### src/verilog/mipsPkg.sv
package mipsPkg;

  localparam int dataWidth    = 32;
  localparam int regAddrWidth = 5;
  localparam int shamtWidth   = 5;
  localparam int immWidth     = 16;

  // Primary opcodes, instr[31:26]
  localparam logic [5:0] opRType = 6'h00;
  localparam logic [5:0] opBeq   = 6'h04;
  localparam logic [5:0] opBne   = 6'h05;
  localparam logic [5:0] opAddi  = 6'h08;
  localparam logic [5:0] opAddiu = 6'h09;
  localparam logic [5:0] opSlti  = 6'h0a;
  localparam logic [5:0] opAndi  = 6'h0c;
  localparam logic [5:0] opOri   = 6'h0d;
  localparam logic [5:0] opXori  = 6'h0e;
  localparam logic [5:0] opLui   = 6'h0f;
  localparam logic [5:0] opLw    = 6'h23;
  localparam logic [5:0] opSw    = 6'h2b;

  // R-type funct codes, instr[5:0]
  localparam logic [5:0] fnSll  = 6'h00;
  localparam logic [5:0] fnSrl  = 6'h02;
  localparam logic [5:0] fnSra  = 6'h03;
  localparam logic [5:0] fnAdd  = 6'h20;
  localparam logic [5:0] fnAddu = 6'h21;
  localparam logic [5:0] fnSub  = 6'h22;
  localparam logic [5:0] fnSubu = 6'h23;
  localparam logic [5:0] fnAnd  = 6'h24;
  localparam logic [5:0] fnOr   = 6'h25;
  localparam logic [5:0] fnXor  = 6'h26;
  localparam logic [5:0] fnNor  = 6'h27;
  localparam logic [5:0] fnSlt  = 6'h2a;

  // Zero encodes add, so a bubble is a harmless add
  typedef enum logic [5:0] {
    aluAdd = 6'd0,
    aluSub = 6'd1,
    aluAnd = 6'd2,
    aluOr  = 6'd3,
    aluXor = 6'd4,
    aluNor = 6'd5,
    aluSlt = 6'd6,
    aluSll = 6'd7,
    aluSrl = 6'd8,
    aluSra = 6'd9,
    aluLui = 6'd10
  } aluOpT;

  typedef struct packed {
    logic  aluSrc;
    aluOpT aluOp;
    logic  regDst;
    logic  useShamt;
  } exCtrlT;

  typedef struct packed {
    logic branch;
    logic branchNe;
    logic memWrite;
    logic memRead;
  } memCtrlT;

  typedef struct packed {
    logic memToReg;
    logic regWrite;
  } wbCtrlT;

  typedef struct packed {
    exCtrlT                  exCtrl;
    memCtrlT                 memCtrl;
    wbCtrlT                  wbCtrl;
    logic [dataWidth-1:0]    readData1;
    logic [dataWidth-1:0]    readData2;
    logic [dataWidth-1:0]    pcPlus4;
    logic [dataWidth-1:0]    immExt;
    logic [regAddrWidth-1:0] rtDest;
    logic [regAddrWidth-1:0] rdDest;
    logic [shamtWidth-1:0]   shamt;
  } idExT;

  typedef struct packed {
    memCtrlT                 memCtrl;
    wbCtrlT                  wbCtrl;
    logic [dataWidth-1:0]    aluResult;
    logic [dataWidth-1:0]    writeData;
    logic [dataWidth-1:0]    branchTarget;
    logic                    branchTaken;
    logic [regAddrWidth-1:0] destReg;
  } exMemT;

  typedef struct packed {
    logic                 valid;
    logic [dataWidth-1:0] instr;
    logic [dataWidth-1:0] pcPlus4;
  } fetchT;

  typedef struct packed {
    logic                    en;
    logic [regAddrWidth-1:0] addr;
    logic [dataWidth-1:0]    data;
  } wbPortT;

endpackage

### src/verilog/aluExecute.sv
`timescale 1ns/10ps

module aluExecute (
  input  mipsPkg::idExT  idEx,
  output mipsPkg::exMemT exMem
);
  import mipsPkg::*;

  logic [dataWidth-1:0]  opA;
  logic [dataWidth-1:0]  opB;
  logic [shamtWidth-1:0] shiftAmt;
  logic [dataWidth-1:0]  aluResult;
  logic                  lessThan;
  logic                  operandsEqual;
  logic                  branchTaken;

  assign opA = idEx.readData1;
  assign opB = idEx.exCtrl.aluSrc ? idEx.immExt : idEx.readData2;

  // Fallback to rs low bits covers variable shifts
  assign shiftAmt = idEx.exCtrl.useShamt ? idEx.shamt : idEx.readData1[shamtWidth-1:0];

  assign lessThan = $signed(opA) < $signed(opB);

  always_comb begin
    case (idEx.exCtrl.aluOp)
      aluAdd: aluResult = opA + opB;
      aluSub: aluResult = opA - opB;
      aluAnd: aluResult = opA & opB;
      aluOr:  aluResult = opA | opB;
      aluXor: aluResult = opA ^ opB;
      aluNor: aluResult = ~(opA | opB);
      aluSlt: aluResult = {{(dataWidth-1){1'b0}}, lessThan};
      // Shifts act on rt
      aluSll: aluResult = idEx.readData2 << shiftAmt;
      aluSrl: aluResult = idEx.readData2 >> shiftAmt;
      aluSra: aluResult = $signed(idEx.readData2) >>> shiftAmt;
      aluLui: aluResult = {opB[immWidth-1:0], {(dataWidth-immWidth){1'b0}}};
      default: aluResult = '0;
    endcase
  end

  assign operandsEqual = (idEx.readData1 == idEx.readData2);

  always_comb begin
    branchTaken = 1'b0;
    if (idEx.memCtrl.branch) begin
      if (idEx.memCtrl.branchNe) begin
        branchTaken = !operandsEqual;
      end else begin
        branchTaken = operandsEqual;
      end
    end
  end

  always_comb begin
    exMem.memCtrl      = idEx.memCtrl;
    exMem.wbCtrl       = idEx.wbCtrl;
    exMem.aluResult    = aluResult;
    exMem.writeData    = idEx.readData2;
    // Word offset relative to the delay slot
    exMem.branchTarget = idEx.pcPlus4 + (idEx.immExt << 2);
    exMem.branchTaken  = branchTaken;
    exMem.destReg      = idEx.exCtrl.regDst ? idEx.rdDest : idEx.rtDest;
  end

endmodule

### src/verilog/decodeExecute.sv
`timescale 1ns/10ps

module decodeExecute (
  input  logic             Clk,
  input  logic             rst,
  input  mipsPkg::fetchT   fetch,
  input  mipsPkg::wbPortT  wbPort,
  output mipsPkg::exMemT   exMem
);
  import mipsPkg::*;

  exCtrlT                  exCtrl;
  memCtrlT                 memCtrl;
  wbCtrlT                  wbCtrl;
  logic [dataWidth-1:0]    immExt;
  logic [dataWidth-1:0]    readData1;
  logic [dataWidth-1:0]    readData2;
  logic [regAddrWidth-1:0] rsAddr;
  logic [regAddrWidth-1:0] rtAddr;
  logic [regAddrWidth-1:0] rdAddr;
  logic [shamtWidth-1:0]   shamt;
  idExT                    idExD;
  idExT                    idExQ;
  exMemT                   exMemD;

  // Register fields of the instruction word
  assign rsAddr = fetch.instr[25:21];
  assign rtAddr = fetch.instr[20:16];
  assign rdAddr = fetch.instr[15:11];
  assign shamt  = fetch.instr[10:6];

  instrDecode decode (
    .fetch   (fetch),
    .exCtrl  (exCtrl),
    .memCtrl (memCtrl),
    .wbCtrl  (wbCtrl),
    .immExt  (immExt)
  );

  regFile regs (
    .Clk       (Clk),
    .rst       (rst),
    .rsAddr    (rsAddr),
    .rtAddr    (rtAddr),
    .wbPort    (wbPort),
    .readData1 (readData1),
    .readData2 (readData2)
  );

  assign idExD = '{exCtrl: exCtrl, memCtrl: memCtrl, wbCtrl: wbCtrl,
                   readData1: readData1, readData2: readData2,
                   pcPlus4: fetch.pcPlus4, immExt: immExt,
                   rtDest: rtAddr, rdDest: rdAddr, shamt: shamt};

  pipeStage #(.payloadT(idExT)) idExStage (
    .Clk (Clk),
    .rst (rst),
    .d   (idExD),
    .q   (idExQ)
  );

  aluExecute execute (
    .idEx  (idExQ),
    .exMem (exMemD)
  );

  pipeStage #(.payloadT(exMemT)) exMemStage (
    .Clk (Clk),
    .rst (rst),
    .d   (exMemD),
    .q   (exMem)
  );

endmodule

### src/verilog/instrDecode.sv
`timescale 1ns/10ps

module instrDecode (
  input  mipsPkg::fetchT                 fetch,
  output mipsPkg::exCtrlT                exCtrl,
  output mipsPkg::memCtrlT               memCtrl,
  output mipsPkg::wbCtrlT                wbCtrl,
  output logic [mipsPkg::dataWidth-1:0]  immExt
);
  import mipsPkg::*;

  logic [5:0]          opcode;
  logic [5:0]          funct;
  logic [immWidth-1:0] imm;
  logic                zeroExt;

  assign opcode = fetch.instr[31:26];
  assign funct  = fetch.instr[5:0];
  assign imm    = fetch.instr[immWidth-1:0];

  // Logical immediates are unsigned
  assign zeroExt = (opcode == opAndi) || (opcode == opOri) || (opcode == opXori);
  assign immExt  = zeroExt ? {{(dataWidth-immWidth){1'b0}}, imm}
                           : {{(dataWidth-immWidth){imm[immWidth-1]}}, imm};

  always_comb begin
    exCtrl  = '0;
    memCtrl = '0;
    wbCtrl  = '0;
    if (fetch.valid) begin
      case (opcode)
        opRType: begin
          exCtrl.regDst   = 1'b1;
          wbCtrl.regWrite = 1'b1;
          case (funct)
            fnAdd, fnAddu: exCtrl.aluOp = aluAdd;
            fnSub, fnSubu: exCtrl.aluOp = aluSub;
            fnAnd:         exCtrl.aluOp = aluAnd;
            fnOr:          exCtrl.aluOp = aluOr;
            fnXor:         exCtrl.aluOp = aluXor;
            fnNor:         exCtrl.aluOp = aluNor;
            fnSlt:         exCtrl.aluOp = aluSlt;
            fnSll, fnSrl, fnSra: begin
              exCtrl.useShamt = 1'b1;
              if (funct == fnSll) begin
                exCtrl.aluOp = aluSll;
              end else if (funct == fnSrl) begin
                exCtrl.aluOp = aluSrl;
              end else begin
                exCtrl.aluOp = aluSra;
              end
            end
            default: begin
              // Unsupported funct becomes a bubble
              exCtrl = '0;
              wbCtrl = '0;
            end
          endcase
        end
        opAddi, opAddiu, opSlti, opAndi, opOri, opXori, opLui: begin
          exCtrl.aluSrc   = 1'b1;
          wbCtrl.regWrite = 1'b1;
          case (opcode)
            opSlti:  exCtrl.aluOp = aluSlt;
            opAndi:  exCtrl.aluOp = aluAnd;
            opOri:   exCtrl.aluOp = aluOr;
            opXori:  exCtrl.aluOp = aluXor;
            opLui:   exCtrl.aluOp = aluLui;
            default: exCtrl.aluOp = aluAdd;
          endcase
        end
        opLw: begin
          exCtrl.aluSrc   = 1'b1;
          memCtrl.memRead = 1'b1;
          wbCtrl.memToReg = 1'b1;
          wbCtrl.regWrite = 1'b1;
        end
        opSw: begin
          exCtrl.aluSrc    = 1'b1;
          memCtrl.memWrite = 1'b1;
        end
        opBeq, opBne: begin
          exCtrl.aluOp     = aluSub;
          memCtrl.branch   = 1'b1;
          memCtrl.branchNe = (opcode == opBne);
        end
        default: begin
          exCtrl  = '0;
          memCtrl = '0;
          wbCtrl  = '0;
        end
      endcase
    end
  end

endmodule

### src/verilog/pipeStage.sv
`timescale 1ns/10ps

module pipeStage #(
  parameter type payloadT = logic
) (
  input  logic    Clk,
  input  logic    rst,
  input  payloadT d,
  output payloadT q
);

  // Whole payload clears so every control reads inactive after reset
  always_ff @(posedge Clk) begin
    if (rst) begin
      q <= '0;
    end else begin
      q <= d;
    end
  end

endmodule

### src/verilog/regFile.sv
`timescale 1ns/10ps

module regFile (
  input  logic                             Clk,
  input  logic                             rst,
  input  logic [mipsPkg::regAddrWidth-1:0] rsAddr,
  input  logic [mipsPkg::regAddrWidth-1:0] rtAddr,
  input  mipsPkg::wbPortT                  wbPort,
  output logic [mipsPkg::dataWidth-1:0]    readData1,
  output logic [mipsPkg::dataWidth-1:0]    readData2
);
  import mipsPkg::*;

  logic [dataWidth-1:0] regs [2**regAddrWidth];
  logic                 wrLive;

  // $zero is never written
  assign wrLive = wbPort.en && (wbPort.addr != '0);

  always_ff @(posedge Clk) begin
    if (rst) begin
      for (int i = 0; i < 2**regAddrWidth; i++) begin
        regs[i] <= '0;
      end
    end else if (wrLive) begin
      regs[wbPort.addr] <= wbPort.data;
    end
  end

  // Same-cycle write data wins over the stored value
  always_comb begin
    if (rsAddr == '0) begin
      readData1 = '0;
    end else if (wrLive && (wbPort.addr == rsAddr)) begin
      readData1 = wbPort.data;
    end else begin
      readData1 = regs[rsAddr];
    end
    if (rtAddr == '0) begin
      readData2 = '0;
    end else if (wrLive && (wbPort.addr == rtAddr)) begin
      readData2 = wbPort.data;
    end else begin
      readData2 = regs[rtAddr];
    end
  end

endmodule

### config.mk
export PLATFORM = sky130hd
export DESIGN_NAME = decodeExecute
export DESIGN_NICKNAME = d
export VERILOG_FILES = /design/src/verilog/mipsPkg.sv /design/src/verilog/aluExecute.sv /design/src/verilog/decodeExecute.sv /design/src/verilog/instrDecode.sv /design/src/verilog/pipeStage.sv /design/src/verilog/regFile.sv
export SDC_FILE = /design/constraint.sdc
export NUM_CORES = 2
export LEC_CHECK = 0
export ABC_AREA = 0
export BUFFER_PORTS_ARGS = -buffer_cell sky130_fd_sc_hd__clkbuf_2
export CELL_PAD_IN_SITES_DETAIL_PLACEMENT = 1
export CELL_PAD_IN_SITES_GLOBAL_PLACEMENT = 2
export CORE_MARGIN = 1.5
export CORE_UTILIZATION = 43
export CTS_BUF_LIST = sky130_fd_sc_hd__clkbuf_8 sky130_fd_sc_hd__clkbuf_16
export DETAILED_ROUTE_END_ITERATION = 10
export PLACE_DENSITY = 0.8
export SYNTH_ARGS = -nofsm -noshare
export SYNTH_HDL_FRONTEND = slang
export SYNTH_SLANG_ARGS = --single-unit
### constraint.sdc
create_clock -name Clk -period 4.5 [get_ports Clk]
set_input_delay 0.45 -clock Clk [delete_from_list [all_inputs] [get_ports Clk]]
set_output_delay 0.45 -clock Clk [all_outputs]
set_load 0.02 [all_outputs]
==> results.toml <==
[global_routing]
grt_max_degree = 58
antenna_found_initial = 35
overflow = 0
gr-usage-all-layers = 0.353
grt_pass1_wl_mm = 440
grt_pass1_vias = 60628

[timing]
worst_pin_slew_ns = 1.11
layout_setup_ws_ns = 0.300
clock.fmax_mhz = 238
fin_crit_sh = 0.933
drv_slew = 0
hold_ws_ns = 0.113
fin_skew_ns = 0.0422
fin_crit_ns = 4.20
maxSlewHeadroom = 0.257
final.setup.tns_ns = 0
setup_viol = 0
hold_violations = 0
rsz0062_at_grt = "no"

[worst_setup_path]
worstPathArrival_ns = 4.84
crit_buf_inv = 0
critPathMaxStageDelay_ns = 0.59
reg2regPathDepth = 12
cp.depth = 12
path_cells = "mux2_2, ha_1, fa_1, a211oi_1, o211ai_1, a21oi_1, nor2_1, a211oi_1, o21ai_0, a21oi_1, mux2i_1, a31oi_1"
cp.required_ns = 5.14
r2r-start = "idExStage.q[157]$_SDFF_PP0_"
critPathTopFamily = "compound AO/OA/AOI/OAI gates"
crit_path_end_kind = "flip-flop"
cp-start-kind = "flip-flop"
crit_start = "idExStage.q[157]$_SDFF_PP0_"
critical_path_class = "reg -> reg"
cp_slowest_cell = "dfxtp_1"
worstPathMaxFanout = 8

[pwr]
powerDensity_nw_per_um2 = 382
ir_drop_mv = 0.331
finalPower_mw = 32.0
p_leak_nw = 31.7

[logic_synthesis]
ys_seq_area_frac = 0.482
synth_area_leaders = "edfxtp_1, mux4_2, and2_1"
synth_area_um2 = 73600
netlist_instances = 6508
synth_top_area_cell = "edfxtp_1"
synthDominantCellAreaShare = 0.418
synth-seq-cells = 1261
syn_avg_cell_area_um2 = 11.3
synthArstFlopShare = 0
yosys.cell_types.count = 84
synth_edf_count = 1024
synth_top_flop_cell = "edfxtp_1"
yosys_warnings = 0

[run]
max_cap_violations = 0

[clock_tree]
path_clk_slew_ns = 0.07
cts_made_buffers = 146
cts_resized = 0
cts_num_sinks = 1261
clock_latency_ns = 0.82
cts_root_buf = "clkbuf_16"
clk_path_buf_depth = 3
postCtsSetupBuffers = 0
cts_max_level = 4
cts_tree = "built"
cts_hold_buf = 54

[detailed_routing]
drtIter0Drc = 6469
wire_per_inst_um = 34.7
num_vias = 58607
drt_drc_violations_left = 0
viasPerCell = 6.51
totalWireLength_mm = 312
ant_nets = 0
dr.pass1.iters = 5

[floorplan]
rows = 151
initial_core_util = 0.434
fp.dieH_um = 417
fp.dieW_um = 417
dieArea_um2 = 174000
core_area_um2 = 170000
ios = 213

[placement]
placed_cells = 8671
gp_congestion = 1.01
place_hpwl_mm = 209
numPortBuffers = 212
placed_area_um2 = 78500
pre_cts_slack_ns = 0.398

[run_status]
outcome = "finished clean"

[finish]
layout_commonest_cell = "edfxtp_1"
fin_area_um2 = 83700
final_util = 0.494
synthToLayoutAreaGrowth_pct = 13.8
final_cells = 9008
final_cell_mix = "edfxtp_1, and2_1, mux2i_1"
nets = 6890
drive_gt1_frac = 0.185
fill_cells = 17726

[hold_path]
hp-start = "fetch[60]"
hold_depth = 2
hold_path_class = "in -> reg"
-- final timing paths --
kind / to / slack, ns
max: exMemStage.q[98]$_SDFF_PP0_ / 0.30
min: idExStage.q[31]$_SDFF_PP0_ / 0.11
max reg2reg: exMemStage.q[98]$_SDFF_PP0_ / 0.30
min reg2reg: exMemStage.q[7]$_SDFF_PP0_ / 0.43
-- registers in the layout, indices dropped and copies added (netlist names) --
signal and flops:
exMemStage.q 107, regs.regs 1024, idExStage.q 130
-- cell type report --
cell class	count	area (um2)	area share
diodes	19	47.5	0.000568
clock buffers	156	3790	0.0453
clock inverters	108	822	0.00982
inverters	130	488	0.00583
multi-input cells	4535	35600	0.425
flip-flops and latches	1261	35500	0.424
well taps	2218	2780	0.0331
repair buffers	581	4690	0.0560
-- worst register-to-register path, cell delays in order, from the launching register on --
cell      delay [ns]
dfxtp_1         0.59
mux2_2          0.43
ha_1            0.24
fa_1            0.47
a211oi_1        0.36
o211ai_1        0.22
a21oi_1         0.26
nor2_1          0.17
a211oi_1        0.50
o21ai_0         0.26
a21oi_1         0.23
mux2i_1         0.22
a31oi_1         0.10
-- metal layers --
metal / track usage / up-vias / share of wire
met4: 0.210 / 10 / 0.063
li1: - / 24442 / -
met3: 0.0638 / 898 / 0.080
met2: 0.591 / 3139 / 0.48
met1: 0.426 / 30118 / 0.37
met5: 0 / - / 0.00025
-- logic make-up after synthesis --
kind of cell               after synthesis  share of synthesized area
and+or+nand+nor                       1962                      0.145
AOI/OAI and AO/OA                     1382                      0.121
DFF                                   1261                      0.482
muxes                                  935                      0.178
buffers and inverters                  743                     0.0399
adders and majority gates              131                     0.0225
xor gates and xnor gates                93                     0.0111
other                                    1                  0.0000510
-- cell usage after synthesis, types with 16 or more instances --
cell type,n
a211oi_1,25
a21o_1,42
a21oi_1,380
a221oi_1,139
a22oi_1,141
a31oi_1,27
and2_1,1002
and3_1,16
buf_1,39
buf_2,72
clkbuf_1,490
dfxtp_1,237
edfxtp_1,1024
ha_1,127
inv_1,129
mux2_2,140
mux2i_1,508
mux4_2,282
nand2_1,262
nand3_1,41
nand4_1,16
nor2_1,359
nor2b_1,99
nor3_1,46
nor4_1,26
o211ai_1,152
o21ai_0,318
o22ai_1,21
or2_2,36
xnor2_1,39
xor2_1,54
-- report_power, final --
| part | internal [mW] | switching (mW) | leakage (nW) |
|---|---|---|---|
| clock | 6.51 | 5.19 | 2.40 |
| combinational | 2.30 | 4.12 | 17.6 |
| sequential | 13.3 | 0.512 | 11.7 |
| total | 22.1 | 9.82 | 31.7 |
(Power assumes the default switching activity.)
